## src/rv_isa_pkg.sv

```systemverilog
package rv_isa_pkg;

    localparam int XLEN      = 32;
    localparam int ILEN      = 32;  // no compressed encodings
    localparam int OPCODE_W  = 7;
    localparam int REG_IDX_W = 5;

    typedef logic [ILEN-1:0]      instr_t;
    typedef logic [REG_IDX_W-1:0] reg_idx_t;

    // major opcode field, instr[6:0]
    typedef enum logic [OPCODE_W-1:0] {
        opc_lui    = 7'b0110111,
        opc_auipc  = 7'b0010111,
        opc_jal    = 7'b1101111,
        opc_jalr   = 7'b1100111,
        opc_branch = 7'b1100011,
        opc_load   = 7'b0000011,
        opc_store  = 7'b0100011,
        opc_op_imm = 7'b0010011,
        opc_op     = 7'b0110011,
        opc_system = 7'b1110011
    } rv_opcode_t;

    typedef enum logic [3:0] {
        op_lui,
        op_auipc,
        op_jal,
        op_jalr,
        op_branch,
        op_load,
        op_store,
        op_alu_imm,
        op_alu_reg,
        op_system,
        op_illegal
    } op_class_t;

endpackage

```

## src/core_pkg.sv

```systemverilog
package core_pkg;

    typedef logic [rv_isa_pkg::XLEN-1:0] pc_t;

    // bumped on every redirect, wraps
    typedef logic [1:0] epoch_t;

    typedef struct packed {
        pc_t base_addr;
        pc_t offset;
    } redirect_t;

    typedef struct packed {
        pc_t    pc;
        epoch_t epoch;
    } fetch_op_t;

    typedef struct packed {
        pc_t                          pc;
        rv_isa_pkg::op_class_t        op_class;
        rv_isa_pkg::reg_idx_t         rd;
        rv_isa_pkg::reg_idx_t         rs1;
        rv_isa_pkg::reg_idx_t         rs2;
        logic [rv_isa_pkg::XLEN-1:0]  imm;  // sign extended
    } decoded_op_t;

endpackage

```

## src/stage_if.sv

```systemverilog
// stream link between stages, instr only meaningful after imem
interface fetch_if;
    import rv_isa_pkg::*;
    import core_pkg::*;

    logic      valid;
    logic      ready;
    fetch_op_t op;
    instr_t    instr;

    modport producer (output valid, output op, output instr, input ready);
    modport consumer (input valid, input op, input instr, output ready);
endinterface

// decode -> fetch control, no handshake
interface decode_if;
    import core_pkg::*;

    logic      jal_valid;
    redirect_t jal_target;
    epoch_t    cur_epoch;

    modport fetch (
        input  jal_valid,
        input  jal_target,
        output cur_epoch
    );
    modport decode (
        output jal_valid,
        output jal_target,
        input  cur_epoch
    );
endinterface

```

## src/fetch_unit.sv

```systemverilog
module fetch_unit #(
    parameter core_pkg::pc_t START_ADDR = '0
) (
    input  logic                clk,
    input  logic                rst,
    fetch_if.producer           req,
    decode_if.fetch             redir,
    input  logic                branch_valid,
    input  logic                branch_taken,
    input  core_pkg::redirect_t branch_target
);
    import core_pkg::*;

    fetch_op_t op_q;
    logic      valid_q;
    logic      take_jal;
    logic      take_branch;
    logic      advance;
    pc_t       next_pc;

    // jal from decode wins over an external branch
    assign take_jal    = redir.jal_valid;
    assign take_branch = branch_valid && branch_taken && !redir.jal_valid;
    assign advance     = valid_q && req.ready;

    always_comb begin
        next_pc = op_q.pc;
        if (take_jal) begin
            next_pc = redir.jal_target.base_addr + redir.jal_target.offset;
        end else if (take_branch) begin
            next_pc = branch_target.base_addr + branch_target.offset;
        end else if (advance) begin
            next_pc = op_q.pc + 32'd4;
        end
    end

    always_ff @(posedge clk) begin
        if (rst) begin
            op_q.pc    <= START_ADDR;
            op_q.epoch <= '0;
            valid_q    <= 1'b0;
        end else begin
            valid_q <= 1'b1;
            op_q.pc <= next_pc;  // a redirect overrides a stalled request
            if (take_jal || take_branch) begin
                op_q.epoch <= op_q.epoch + 1'b1;
            end
        end
    end

    assign req.valid       = valid_q;
    assign req.op          = op_q;
    assign req.instr       = '0;  // filled in by imem
    assign redir.cur_epoch = op_q.epoch;

    a_pc_aligned: assert property (
        @(posedge clk) disable iff (rst)
        req.op.pc[1:0] == 2'b00
    ) else $error("fetch pc not word aligned: %h", req.op.pc);

endmodule

```

## src/flat_wrapper.sv

```systemverilog
// flat-port wrapper written by rule: the top's interface ports become plain ports
module fetch_unit_flat import core_pkg::*;
#(
    parameter core_pkg::pc_t START_ADDR = '0
)
  (clk, rst, branch_valid, branch_taken, branch_target, req_valid, req_op, req_instr, req_ready, redir_jal_valid, redir_jal_target, redir_cur_epoch);
  fetch_if req_i ();
  decode_if redir_i ();
  input  logic clk;
  input  logic rst;
  input  logic branch_valid;
  input  logic branch_taken;
  input  core_pkg::redirect_t branch_target;
  output wire logic [$bits(req_i.valid)-1:0] req_valid;
  output wire logic [$bits(req_i.op)-1:0] req_op;
  output wire logic [$bits(req_i.instr)-1:0] req_instr;
  input wire logic [$bits(req_i.ready)-1:0] req_ready;
  input wire logic [$bits(redir_i.jal_valid)-1:0] redir_jal_valid;
  input wire logic [$bits(redir_i.jal_target)-1:0] redir_jal_target;
  output wire logic [$bits(redir_i.cur_epoch)-1:0] redir_cur_epoch;
  assign req_valid = req_i.valid;
  assign req_op = req_i.op;
  assign req_instr = req_i.instr;
  assign req_i.ready = req_ready;
  assign redir_i.jal_valid = redir_jal_valid;
  assign redir_i.jal_target = redir_jal_target;
  assign redir_cur_epoch = redir_i.cur_epoch;
  fetch_unit #(.START_ADDR(START_ADDR)) u_core (.clk(clk), .rst(rst), .req(req_i), .redir(redir_i), .branch_valid(branch_valid), .branch_taken(branch_taken), .branch_target(branch_target));
endmodule
```

## config.mk

```make
export PLATFORM = sky130hd
export DESIGN_NAME = fetch_unit_flat
export DESIGN_NICKNAME = d
export VERILOG_FILES = /design/src/rv_isa_pkg.sv /design/src/core_pkg.sv /design/src/stage_if.sv /design/src/fetch_unit.sv /design/src/flat_wrapper.sv
export SDC_FILE = /design/constraint.sdc
export NUM_CORES = 1
export LEC_CHECK = 0
export BUFFER_PORTS_ARGS = -buffer_cell sky130_fd_sc_hd__buf_2
export CAP_MARGIN = 30
export CORE_ASPECT_RATIO = 0.8
export CORE_UTILIZATION = 25
export DETAILED_ROUTE_END_ITERATION = 8
export GPL_TIMING_DRIVEN = 0
export PLACE_DENSITY_LB_ADDON = 0.15
export SYNTH_ARGS = -nofsm -noshare
export SYNTH_HDL_FRONTEND = slang
export SYNTH_SLANG_ARGS = --single-unit
```

## constraint.sdc

```tcl
create_clock -name clk -period 3.7 [get_ports clk]
set_input_delay 0.74 -clock clk [delete_from_list [all_inputs] [get_ports clk]]
set_output_delay 0.74 -clock clk [all_outputs]
set_load 0.1 [all_outputs]
```

# Word-level counts from Yosys, hierarchy flattened
# Index checks and enable logic that the tools add are counted.
[totals]
regBits = 35
latchBits = 0
ramBits = 0
mem_bits_ro = 0
memories = 0
[op_classes]
add_sub_neg = 4
mul = 0
n_div = 0
n_lt_le_gt_ge = 0
n_eq_ne = 0
n_shift = 0
muxes = 4
bitwise = 0
reduce_logical = 6
[op_table]
columns = ["op", "n"]
rows = [
  ["32-bit 2-to-1 mux", 3],
  ["32-bit adder", 2],
  ["32-bit by 3-bit adder with 32-bit output, second input constant", 1],
  ["1-bit logical AND", 3],
  ["3-bit nonzero test", 1],
  ["2-bit by 1-bit adder with 2-bit output, second input constant", 1],
  ["1-bit logical NOT", 1],
  ["1-bit logical OR", 1],
  ["1-bit 2-to-1 mux", 1],
]

# Longest topological paths before layout
[depth]
ltp_word = 4
ltp_mapped = 12
mapped_depth_nobuf = 12

# Least setup slack after synthesis
# Ideal clock, no wire load.
[synth_timing]
path_kind = "input -> register"
start = "input port redir_jal_target[0]"
end = "register u_core.op_q, in the netlist u_core.req.op[18]"
setup_ns = 0.130
arrival_time_ns = 2.973
path_slack_ns = 0.596
path_stages = 11
path_cell_list = "ha_1 fa_1 a211oi_1 o21a_1 o21bai_1 a21oi_1 o21ai_0 a211o_1 o21ai_0 mux2i_1 o32ai_1"
[synth_between]
elab_chain_len = 2
[synth_lines]
columns = ["item", "line_no", "rtl"]
rows = [
  ["from (decl)", "flat_wrapper.sv:19", "input wire logic [$bits(redir_i.jal_target)-1:0] redir_jal_target;"],
  ["32-bit adder", "fetch_unit.sv:29", "next_pc = redir.jal_target.base_addr + redir.jal_target.offset;"],
  ["32-bit 2-to-1 mux", "fetch_unit.sv:28", "if (take_jal) begin"],
  ["to (decl)", "fetch_unit.sv:14", "fetch_op_t op_q;"],
]
# Every way passes these cells.
# A chain may end at the register's enable or synchronous reset.

# Worst setup path in the final report
[layout_timing]
start = "input port redir_jal_target[0]"
end = "register u_core.op_q, in the netlist u_core.req.op[14]"
# Same word-level chain as after synthesis.

==> results.yml <==
status:
  status: "complete, no violations"
critical_path:
  cp-start-kind: "input port"
  worstSetupPathType: "in2reg"
  worstSetupEndpointType: "register"
  worstPathMaxFanout: 4
  cp.arrival_ps: 3560
  cp.required_ps: 3850
layout:
  finalNonFillerCells: 1300
  design_area_um2: 7122
  final_common_cell: "buf_2"
  finish.utilization_pct: 32.58
  finalNetCount: 1199
  most-common-layout-cells: "buf_2, a21oi_1, nand2_1"
  area_delta_synth_final_pct: 26.26
  antenna_cells: 0
  drive_gt1_share_pct: 21.60
yosys:
  synth_top_cell_by_area: "ha_1"
  yosys_warnings: 0
  synth_seq_area_share_pct: 12.42
  synth.distinct_cells: 58
  ys_async_sr_fraction_pct: 0
  synth_area_leaders: "ha_1, dfxtp_1, xnor2_1"
  yosys.area.top_type_share_pct: 13.98
  synth_cells: 794
  synth_edf_count: 0
  syn-cell-area_um2: 5640
  synth-seq-cells: 35
  synth_area_per_cell_um2: 7.104
  synthFlopType: "dfxtp_1"
routing:
  viasPerCell: 4.911
  wl_per_cell_um: 16.12
  dr.first_iter.drc_count: 453
  drtPass1Iterations: 5
  drc: 0
  ant_nets: 0
  vias: 6384
  routed_wl_um: 20960
timing:
  tightest_slew_ps: 804.5
  finClkSkew_ps: 5.926
  timing.hold.ws_ps: 538.6
  finalCritPeriodShare_pct: 92.06
  finalHoldViolations: 0
  rsz0062_at_grt: "false"
  slew_headroom_pct: 46.17
  period_needed_ps: 3406
  clock.fmax_mhz: 293.6
  setup_violations: 0
  slew_viol_final: 0
floorplanning:
  io_pins: 203
  die_h_um: 136.3
  dieArea_um2: 23170
  die_w_um: 169.9
  core-area_um2: 21860
  num_rows: 48
  initial_core_util_pct: 25.80
cts:
  postCtsSetupBuffers: 0
  cts_buffers: 5
  cts_root_buf: "clkbuf_16"
  cts_max_path_buffers: 2
  insertion_delay_ps: 290
  clock-sinks: 35
  cts_tree: "built"
  htree_levels: 2
  clk_pin_slew_worst_paths_ps: 50
  hold_buffers: 0
placement:
  place_congestion: 0.8566
  hpwl_um: 17350
  dp_cells: 1293
  io_buffers: 168
  placed_cell_area_um2: 6973
global_routing:
  grt_overflow: 0
  grt_pass1_vias: 5731
  grt_antenna_before_repair: 1
  grt_max_degree: 11
  grt_use_total_pct: 17.78
  grt_pass1_wl_um: 32010
power:
  power_per_cell_area_nw_per_um2: 337.8
  leakage_nw: 3.243
  ir_drop_v: 0.0001528
job:
  max_cap_viol_count: 0
min_path:
  hp-class: "reg2reg"
per-stage QoR:
| step | setup slack [ps] | TNS, ps | power, mW |
|---|---|---|---|
| after floorplan | 596.4 | 0 | 1.604 |
| after global placement | -42.13 | -42.13 | 1.974 |
| after detailed placement | 5.205 | 0 | 1.968 |
| after CTS | 272.6 | 0 | 2.402 |
| after global routing | 83.85 | 0 | 2.545 |
| final | 293.7 | 0 | 2.406 |
state kept, by name, summed over array words and instances (netlist names):
name,flops
u_core.redir.cur_epoch,2
u_core.req.op,32
u_core.req.valid,1
layer usage:
metal / global-route usage [%] / part of all wire [%] / vias to the layer above
met5: 0 / 0.048 / -
met1: 27.54 / 52 / 2877
li1: - / - / 3273
met3: 1.601 / 6.3 / 16
met2: 26.48 / 40 / 216
met4: 2.803 / 0.83 / 2
path summary, 6_finish.rpt:
path | from | slack, ps | end | depth (start not counted)
worst max register to register | u_core.req.op[8]$_SDFFE_PP0P_ | 1130 | u_core.req.op[33]$_SDFFE_PP0P_ | 9
worst max-delay path | redir_jal_target[0] | 290 | u_core.req.op[14]$_SDFFE_PP0P_ | 12
worst min-delay path | u_core.req.op[11]$_SDFFE_PP0P_ | 540 | u_core.req.op[11]$_SDFFE_PP0P_ | 2
worst min register to register | u_core.req.op[11]$_SDFFE_PP0P_ | 540 | u_core.req.op[11]$_SDFFE_PP0P_ | 2
report_power, final:
part	total, mW	switching (mW)	internal, mW
Combinational	1.49	1.06	0.438
Sequential	0.484	0.0618	0.422
Clock	0.428	0.165	0.263
cell usage after synthesis, types with 3 or more instances:
cell type   n
o22ai_1     4
a221oi_1   13
xnor2_1    52
and2_1      9
nor3_1     23
a21o_1     22
o31a_1      3
a21oi_1    87
clkbuf_1   28
o21ai_0    49
o211ai_1    7
nor4_1      4
nand4_1    16
dfxtp_1    35
and3_1      8
o32ai_1     3
nand2_1    74
a31oi_1     4
o21a_1      5
o221ai_1    6
nor2_1     68
o21bai_1    8
nand2b_1    9
a211oi_1   14
buf_4      34
nand3_1    31
and4_1      6
or3_1       5
inv_1      21
xor2_1     29
nor2b_1     9
o31ai_1     6
ha_1       63
a211o_1     3
nor3b_1     3
worst max-delay path, stage by stage:
cell and delay [ps]:
buf_2 100, ha_1 210, fa_1 440, a211oi_2 250, o21a_1 210, o21bai_1 90, a21oi_1 230, o21ai_0 240
a211o_1 340, o21ai_0 200, xor2_1 350, o22ai_1 140
final cells by class:
cell class | instances | area (um^2)
tap | 300 | 375.4
clock inverter | 1 | 5.005
sequential | 35 | 700.7
buffer | 64 | 367.9
inverter | 22 | 82.58
clock buffer | 6 | 138.9
fill | 2510 | 14740
timing repair buffer | 168 | 840.8
multi-input combinational | 704 | 4611
what timing repair did:
item / in CTS / in global routing
endpoints found under the hold margin: 0 / 0
setup endpoints to repair: 0 / 2
gates resized for setup: 0 / 1
cells by family after synthesis:
| group | after synthesis | synth area share (%) |
|---|---|---|
| AOI/OAI and AO/OA | 255 | 29.06 |
| xor gates and xnor gates | 81 | 12.58 |
| adders and majority gates | 65 | 14.69 |
| buffers and inverters | 86 | 7.986 |
| DFF | 35 | 12.42 |
| muxes | 2 | 0.3549 |
| other | 1 | 0.06648 |
| and+or+nand+nor | 269 | 22.85 |
Note: power is estimated with default switching activity, not from simulation.
