--- src/rv_isa_pkg.sv ---
package rv_isa_pkg;

    localparam int XLEN      = 32;
    localparam int ILEN      = 32;  // no compressed encodings
    localparam int OPCODE_W  = 7;
    localparam int REG_IDX_W = 5;

    typedef logic [ILEN-1:0]      instr_t;
    typedef logic [REG_IDX_W-1:0] reg_idx_t;

    // major opcode field, instr[6:0]
    typedef enum logic [OPCODE_W-1:0] {
        opc_lui    = 7'b0110111,
        opc_auipc  = 7'b0010111,
        opc_jal    = 7'b1101111,
        opc_jalr   = 7'b1100111,
        opc_branch = 7'b1100011,
        opc_load   = 7'b0000011,
        opc_store  = 7'b0100011,
        opc_op_imm = 7'b0010011,
        opc_op     = 7'b0110011,
        opc_system = 7'b1110011
    } rv_opcode_t;

    typedef enum logic [3:0] {
        op_lui,
        op_auipc,
        op_jal,
        op_jalr,
        op_branch,
        op_load,
        op_store,
        op_alu_imm,
        op_alu_reg,
        op_system,
        op_illegal
    } op_class_t;

endpackage

--- src/core_pkg.sv ---
package core_pkg;

    typedef logic [rv_isa_pkg::XLEN-1:0] pc_t;

    // bumped on every redirect, wraps
    typedef logic [1:0] epoch_t;

    typedef struct packed {
        pc_t base_addr;
        pc_t offset;
    } redirect_t;

    typedef struct packed {
        pc_t    pc;
        epoch_t epoch;
    } fetch_op_t;

    typedef struct packed {
        pc_t                          pc;
        rv_isa_pkg::op_class_t        op_class;
        rv_isa_pkg::reg_idx_t         rd;
        rv_isa_pkg::reg_idx_t         rs1;
        rv_isa_pkg::reg_idx_t         rs2;
        logic [rv_isa_pkg::XLEN-1:0]  imm;  // sign extended
    } decoded_op_t;

endpackage

--- src/stage_if.sv ---
// stream link between stages, instr only meaningful after imem
interface fetch_if;
    import rv_isa_pkg::*;
    import core_pkg::*;

    logic      valid;
    logic      ready;
    fetch_op_t op;
    instr_t    instr;

    modport producer (output valid, output op, output instr, input ready);
    modport consumer (input valid, input op, input instr, output ready);
endinterface

// decode -> fetch control, no handshake
interface decode_if;
    import core_pkg::*;

    logic      jal_valid;
    redirect_t jal_target;
    epoch_t    cur_epoch;

    modport fetch (
        input  jal_valid,
        input  jal_target,
        output cur_epoch
    );
    modport decode (
        output jal_valid,
        output jal_target,
        input  cur_epoch
    );
endinterface

--- src/decode_unit.sv ---
module decode_unit (
    input  logic                  clk,
    input  logic                  rst,
    fetch_if.consumer             in,
    decode_if.decode              redir,
    output logic                  out_valid,
    input  logic                  out_ready,
    output core_pkg::decoded_op_t out_op
);
    import rv_isa_pkg::*;
    import core_pkg::*;

    logic            valid_q;
    epoch_t          epoch_q;
    instr_t          instr;
    rv_opcode_t      opcode;
    op_class_t       op_class;
    logic            epoch_ok;
    logic            accept;
    logic [XLEN-1:0] imm_i;
    logic [XLEN-1:0] imm_s;
    logic [XLEN-1:0] imm_b;
    logic [XLEN-1:0] imm_u;
    logic [XLEN-1:0] imm_j;
    logic [XLEN-1:0] imm;
    decoded_op_t     dec;

    assign instr  = in.instr;
    assign opcode = rv_opcode_t'(instr[OPCODE_W-1:0]);

    assign imm_i = {{20{instr[31]}}, instr[31:20]};
    assign imm_s = {{20{instr[31]}}, instr[31:25], instr[11:7]};
    assign imm_b = {{19{instr[31]}}, instr[31], instr[7], instr[30:25], instr[11:8], 1'b0};
    assign imm_u = {instr[31:12], 12'b0};
    assign imm_j = {{11{instr[31]}}, instr[31], instr[19:12], instr[20], instr[30:21], 1'b0};

    always_comb begin
        op_class = op_illegal;
        imm      = '0;
        case (opcode)
            opc_lui:    begin op_class = op_lui;     imm = imm_u; end
            opc_auipc:  begin op_class = op_auipc;   imm = imm_u; end
            opc_jal:    begin op_class = op_jal;     imm = imm_j; end
            opc_jalr:   begin op_class = op_jalr;    imm = imm_i; end
            opc_branch: begin op_class = op_branch;  imm = imm_b; end
            opc_load:   begin op_class = op_load;    imm = imm_i; end
            opc_store:  begin op_class = op_store;   imm = imm_s; end
            opc_op_imm: begin op_class = op_alu_imm; imm = imm_i; end
            opc_op:     op_class = op_alu_reg;       // register form has no imm
            opc_system: begin op_class = op_system;  imm = imm_i; end
            default:    op_class = op_illegal;
        endcase
    end

    assign dec = '{
        pc:       in.op.pc,
        op_class: op_class,
        rd:       instr[11:7],
        rs1:      instr[19:15],
        rs2:      instr[24:20],
        imm:      imm
    };

    // a held op from before the last redirect is not presented
    assign out_valid = valid_q && (epoch_q == redir.cur_epoch);

    assign in.ready = !out_valid || out_ready;
    assign accept   = in.valid && in.ready;
    assign epoch_ok = in.op.epoch == redir.cur_epoch;

    assign redir.jal_valid  = accept && epoch_ok && (op_class == op_jal);
    assign redir.jal_target = '{base_addr: in.op.pc, offset: imm_j};

    always_ff @(posedge clk) begin
        if (rst) begin
            valid_q <= 1'b0;
        end else if (in.ready) begin
            valid_q <= in.valid && epoch_ok;  // also clears a stale held op
        end
    end

    always_ff @(posedge clk) begin
        if (accept) begin
            out_op <= dec;
            // a jal opens the epoch that it creates itself
            epoch_q <= redir.jal_valid ? epoch_t'(in.op.epoch + 1'b1) : in.op.epoch;
        end
    end

    // imem keeps offering the same item while decode stalls it
    a_in_hold: assert property (
        @(posedge clk) disable iff (rst)
        (in.valid && !in.ready) |=> (in.valid && $stable(in.op) && $stable(in.instr))
    ) else $error("stalled instruction changed before it was accepted");

endmodule

--- src/flat_wrapper.sv ---
// flat-port wrapper written by rule: the top's interface ports become plain ports
module decode_unit_flat import rv_isa_pkg::*; import core_pkg::*;
  (clk, rst, out_valid, out_ready, out_op, in_valid, in_op, in_instr, in_ready, redir_jal_valid, redir_jal_target, redir_cur_epoch);
  fetch_if in_i ();
  decode_if redir_i ();
  input  logic clk;
  input  logic rst;
  output logic out_valid;
  input  logic out_ready;
  output core_pkg::decoded_op_t out_op;
  input wire logic [$bits(in_i.valid)-1:0] in_valid;
  input wire logic [$bits(in_i.op)-1:0] in_op;
  input wire logic [$bits(in_i.instr)-1:0] in_instr;
  output wire logic [$bits(in_i.ready)-1:0] in_ready;
  output wire logic [$bits(redir_i.jal_valid)-1:0] redir_jal_valid;
  output wire logic [$bits(redir_i.jal_target)-1:0] redir_jal_target;
  input wire logic [$bits(redir_i.cur_epoch)-1:0] redir_cur_epoch;
  assign in_i.valid = in_valid;
  assign in_i.op = in_op;
  assign in_i.instr = in_instr;
  assign in_ready = in_i.ready;
  assign redir_jal_valid = redir_i.jal_valid;
  assign redir_jal_target = redir_i.jal_target;
  assign redir_i.cur_epoch = redir_cur_epoch;
  decode_unit u_core (.clk(clk), .rst(rst), .in(in_i), .redir(redir_i), .out_valid(out_valid), .out_ready(out_ready), .out_op(out_op));
endmodule
--- config.mk ---
export PLATFORM = sky130hd
export DESIGN_NAME = decode_unit_flat
export DESIGN_NICKNAME = d
export VERILOG_FILES = /design/src/rv_isa_pkg.sv /design/src/core_pkg.sv /design/src/stage_if.sv /design/src/decode_unit.sv /design/src/flat_wrapper.sv
export SDC_FILE = /design/constraint.sdc
export NUM_CORES = 1
export LEC_CHECK = 0
export CAP_MARGIN = 20
export CORE_UTILIZATION = 50
export DETAILED_ROUTE_END_ITERATION = 10
export DONT_BUFFER_PORTS = 1
export PLACE_DENSITY = 0.64
export SETUP_SLACK_MARGIN = 0.1
export SYNTH_ARGS = -nofsm -noshare
export SYNTH_HDL_FRONTEND = slang
export SYNTH_SLANG_ARGS = --single-unit
--- constraint.sdc ---
create_clock -name clk -period 2.15 [get_ports clk]
set_clock_uncertainty 0.15 [all_clocks]
set_input_delay 0 -clock clk [delete_from_list [all_inputs] [get_ports clk]]
set_output_delay 0 -clock clk [all_outputs]
set_load 0.03 [all_outputs]
Yosys cells after proc, flatten, opt, wreduce, memory -nomap -nowiden
Index checks and enable logic that the tools add are counted.

Equality and inequality tests: 13. $add $sub $neg: 1. Reduce and logical (&&, ||, !) cells: 9. Mux-type cells: 3.

Operator list (number): 32-bit case mux with 5 select lines (1); 4-bit case mux with 10 select lines (1); 7-bit equality test, second input constant (4); 7-bit by 6-bit equality test with 1-bit output, second input constant (3); 7-bit by 5-bit equality test with 1-bit output, second input constant (2); 7-bit by 2-bit equality test with 1-bit output, second input constant (1); 1-bit logical AND (5); 2-bit equality test (2); 4-bit by 2-bit equality test with 1-bit output, second input constant (1); 4-bit OR reduction (1); 2-bit by 1-bit adder with 2-bit output, second input constant (1); 2-bit 2-to-1 mux (1); 2-bit OR reduction (1); 1-bit logical NOT (1); 1-bit logical OR (1).

Output and inout bits: 150. Logic and storage cells: 34. Register bits after elaboration: 86.

Logic depth before layout (Yosys ltp)
Depth in word-level cells: 8. Gate-level depth with buffers: 6. Mapped depth without buffers: 4.

Least setup slack after synthesis
No wires, ideal clock.

Path type: register -> register. Start: register u_core.epoch_q[1]. End: register u_core.epoch_q[0], enable pin. Period minus slack after synthesis: 2.436 ns. Data arrival time: 1.880 ns. Stages on the path, launching flop included: 4. Slack: -0.286 ns. Data required time: 1.594 ns. Buffers on the path: 0. Cells stage by stage: edfxtp_1 > xor2_1 > or4b_4 > and2_2.

Word-level cells in the longest chain between the ends: 5.

Ends and longest elaborated chain: start: declaration (line decode_unit.sv:14) `epoch_t epoch_q;`; start signal: assignment (line decode_unit.sv:86) `epoch_q <= redir.jal_valid ? epoch_t'(in.op.epoch + 1'b1) : in.op.epoch;`; 2-bit equality test (line decode_unit.sv:65) `assign out_valid = valid_q && (epoch_q == redir.cur_epoch);`; 1-bit logical AND (line decode_unit.sv:65); 1-bit logical NOT (line decode_unit.sv:67) `assign in.ready = !out_valid || out_ready;`; 1-bit logical OR (line decode_unit.sv:67); net in_ready (line flat_wrapper.sv:14) `output wire logic [$bits(in_i.ready)-1:0] in_ready;`; 1-bit logical AND (line decode_unit.sv:68) `assign accept = in.valid && in.ready;`; net u_core.accept (line decode_unit.sv:19) `logic accept;`.

The timed path passes the listed nets, and every way through them passes these cells. A chain may end at the register's enable or synchronous reset.

Worst setup path in the final report
Start: register u_core.epoch_q[1]. End: register, netlist name u_core.out_op[73].

Word-level cells in the longest chain between the ends: 5.

Ends and longest elaborated chain (line): 2-bit equality test (decode_unit.sv:65); 1-bit logical AND (decode_unit.sv:65); 1-bit logical NOT (decode_unit.sv:67); 1-bit logical OR (decode_unit.sv:67); 1-bit logical AND (decode_unit.sv:68); net u_core.accept (decode_unit.sv:19).

The timed path passes the listed nets, and every way through them passes these cells.

==> metrics.md <==
| Metric | Value |
|---|---|
| Overall routing resource usage | `between 15 and 20%` |
| Final ANT Viol Nets | `0` |
| Leak | `1.67 nW` |
| Worst-Margin Slew | `0.861 ns` |
| Required @ worst endpoint | `2.09 ns` |
| Critical path buffers and inverters | `1` |
| CTS buffer count | `9` |
| Share of layout cells above drive strength 1 | `9.61%` |
| Final setup viols | `0` |
| Post-Syn Nets | `331` |
| Asr flop ratio synth | `0%` |
| EDFF count, synth | `85` |
| WS Path Type | `flip-flop to flip-flop` |
| Most area-consuming cells after synthesis | `edfxtp_1 68%, buf_4 13%, a21o_1 3.8%` |
| Io pins | `222` |
| Initial core utilization | `between 50% and 60%` |
| Crit-path cells | `xor2_1 -> or4b_4 -> and2_4 -> buf_12` |
| Syn. warnings | `0` |
| RSZ-0062 raised after global routing | `yes` |
| Total negative slack | `0 ns` |
| Total grt overflow | `0` |
| Final Hold Fails | `1` |
| Slowest CP cell | `or4b_4` |
| Startpoint types | `flip-flop` |
| H-tree levels | `3` |
| Syn Inst Count | `259` |
| Status | `finished with violations` |
| Crit path max-delay family | `simple AND/OR/NAND/NOR gates` |
| Fmax | `499 MHz` |
| R2R Setup Slk | `0.15 ns` |
| First-pass iteration count of the detailed router | `4` |
| Vert. Die Dim | `~89 µm` |
| Clk slew on worst S/H paths | `0.09 ns` |
| Critical path endpoint category | `flip-flop` |
| GPL Wtd Cong | `about 0.78` |
| Cell taking the most area after synthesis | `edfxtp_1` |
| Post-synthesis sequential area ratio | `68.1%` |
| Synth cell types | `39` |
| Violated checks | `hold timing` |
| Worst hold slack | `-0.0438 ns` |
| Wire length per cell | `21.8 µm` |
| Final Util | `60.0%` |
| Core box area | `7290 µm²` |
| Synth Area per Inst | `14.6 µm²` |
| Vias per inst | `5.52` |
| CTS sink cnt | `86` |
| Clock root buffer | `clkbuf_8` |
| Most frequent cell after synthesis | `edfxtp_1` |
| # Max-Cap Violations | `0` |
| # DRC | `0` |
| Global-route wire length before repair | `about 11 mm` |
| Post-DP HPWL | `5.21 mm` |
| P per Cell Area | `~810 nW/µm²` |
| Slew Limit Headroom | `a little over two fifths` |
| Cell Area, Synth | `around 3800 µm²` |
| Total length of routed wires | `8.32 mm` |
| Routed via count | `2103` |
| Die width | `88.9 µm` |
| Synthesized flop and latch total | `86` |
| Area growth syn-to-layout | `15.9%` |
| VDD IR max | `313 µV` |
| Fin. max-slew vios | `0` |
| Port bufs | `0` |
| Die area | `a little under 8000 µm²` |
| Top cells by count, synth | `85 x edfxtp_1, 65 x buf_4, 19 x a21o_1, 10 x a21oi_1` |
| Fin crit share | `~93%` |
| Initial antenna violation count | `1` |
| Setup repair bufs after CTS | `0` |
| CP peak stage delay | `0.58 ns` |
| Largest net degree at the start of global routing | `40` |
| Synth top area share | `67.5%` |
| Critical-path maximum fanout | `39` |
| Critical path data arrival time | `1.95 ns` |
| Min Clock Period, post-route | `2.00 ns` |
| Initial DRC Count | `78` |
| Hold Path Class | `input port to flip-flop` |
| Synth Flop Type | `edfxtp_1` |
| NumNets Final | `around 350` |
| Row count | `31` |
| Clock tree buffer depth | `2` |
| CTS tree | `built` |
| Clock latency on the worst-skew pair | `0.35 ns` |
| Vias in the first global route | `1899` |
==> flip-flops by register name (all words and copies together) (netlist names) <==
| register | count |
|---|---|
| u_core.out_op | 83 |
| u_core.epoch_q | 2 |
| u_core.valid_q | 1 |
==> report_power, final <==
| part | switching [mW] | internal (mW) | leakage, nW |
|---|---|---|---|
| clock | 0.597 | 0.436 | 0.0898 |
| combinational | 0.268 | 0.138 | 0.717 |
| sequential | 0.189 | 1.94 | 0.868 |
==> cell usage in the layout (no fill, tap or decap), types with 2 or more instances in the layout <==
cell,n
nand2b_1,2
a22o_1,5
nor3_1,2
o21ai_0,7
a21o_1,19
a21oi_1,9
edfxtp_1,85
nand2_1,5
and3_1,2
dlygate4sd3_1,72
buf_4,2
xor2_1,4
nand3_1,3
xnor2_1,3
and2_1,7
nor3b_1,2
inv_1,3
clkbuf_8,9
clkinv_4,2
nor2b_1,4
inv_6,2
buf_12,2
nor2_1,6
==> final timing paths <==
path,from,to,cells past startpoint
worst max-delay path,u_core.epoch_q[1],u_core.out_op[73],4
worst min register to register,u_core.valid_q,u_core.valid_q,2
worst max register to register,u_core.epoch_q[1],u_core.out_op[73],4
worst min-delay path,redir_cur_epoch[0],u_core.valid_q,3
==> tightest hold or removal path, stage by stage <==
cell and delay [ns]:
xor2_1 0.18, or4b_4 0.19, a21oi_2 0.05
==> what timing repair did <==
item | CTS | global route
endpoints found under the hold margin | 162 | 1
endpoints found under the setup margin | 0 | 1
hold buffers | 72 | 2
gates resized for setup | 0 | 1
==> per-stage QoR <==
step | instances | total power, mW | instance area (µm²) | worst slack, ns
floorplan | 259 | 2.47 | 3780 | 0.116
global placement | 291 | 2.28 | 3440 | 0.217
detailed placement | 291 | 2.29 | 3440 | 0.189
CTS | 379 | 3.60 | 4360 | 0.164
global route | 381 | 3.70 | 4380 | 0.0781
finish | 381 | 3.57 | 4380 | 0.145
==> routing by layer <==
layer  up-vias  part of all wire (%)  global-route usage [%]
met2       130                    53                    33.8
met5         -                     0                       0
met4         0                   3.0                    10.2
met3        20                   9.0                    8.03
met1      1027                    35                    21.2
li1        926                     -                       -
==> final cells by class <==
class	instances	area, µm²
Sequential cell	86	2570
Fill cell	590	2910
Antenna cell	1	2.50
Clock inverter	7	57.6
Timing Repair Buffer	77	803
Multi-Input combinational cell	99	683
Inverter	3	11.3
Clock buffer	9	124
Tap cell	99	124
==> cells by family after synthesis <==
group	count (synthesis)	synth area share (%)
AO/OA/AOI/OAI	49	9.54
XOR/XNOR	7	1.62
buffers and inverters	74	14.0
flip-flops	86	68.1
other	1	0.0992
AND/OR/NAND/NOR	42	6.69
(Power assumes the default switching activity.)
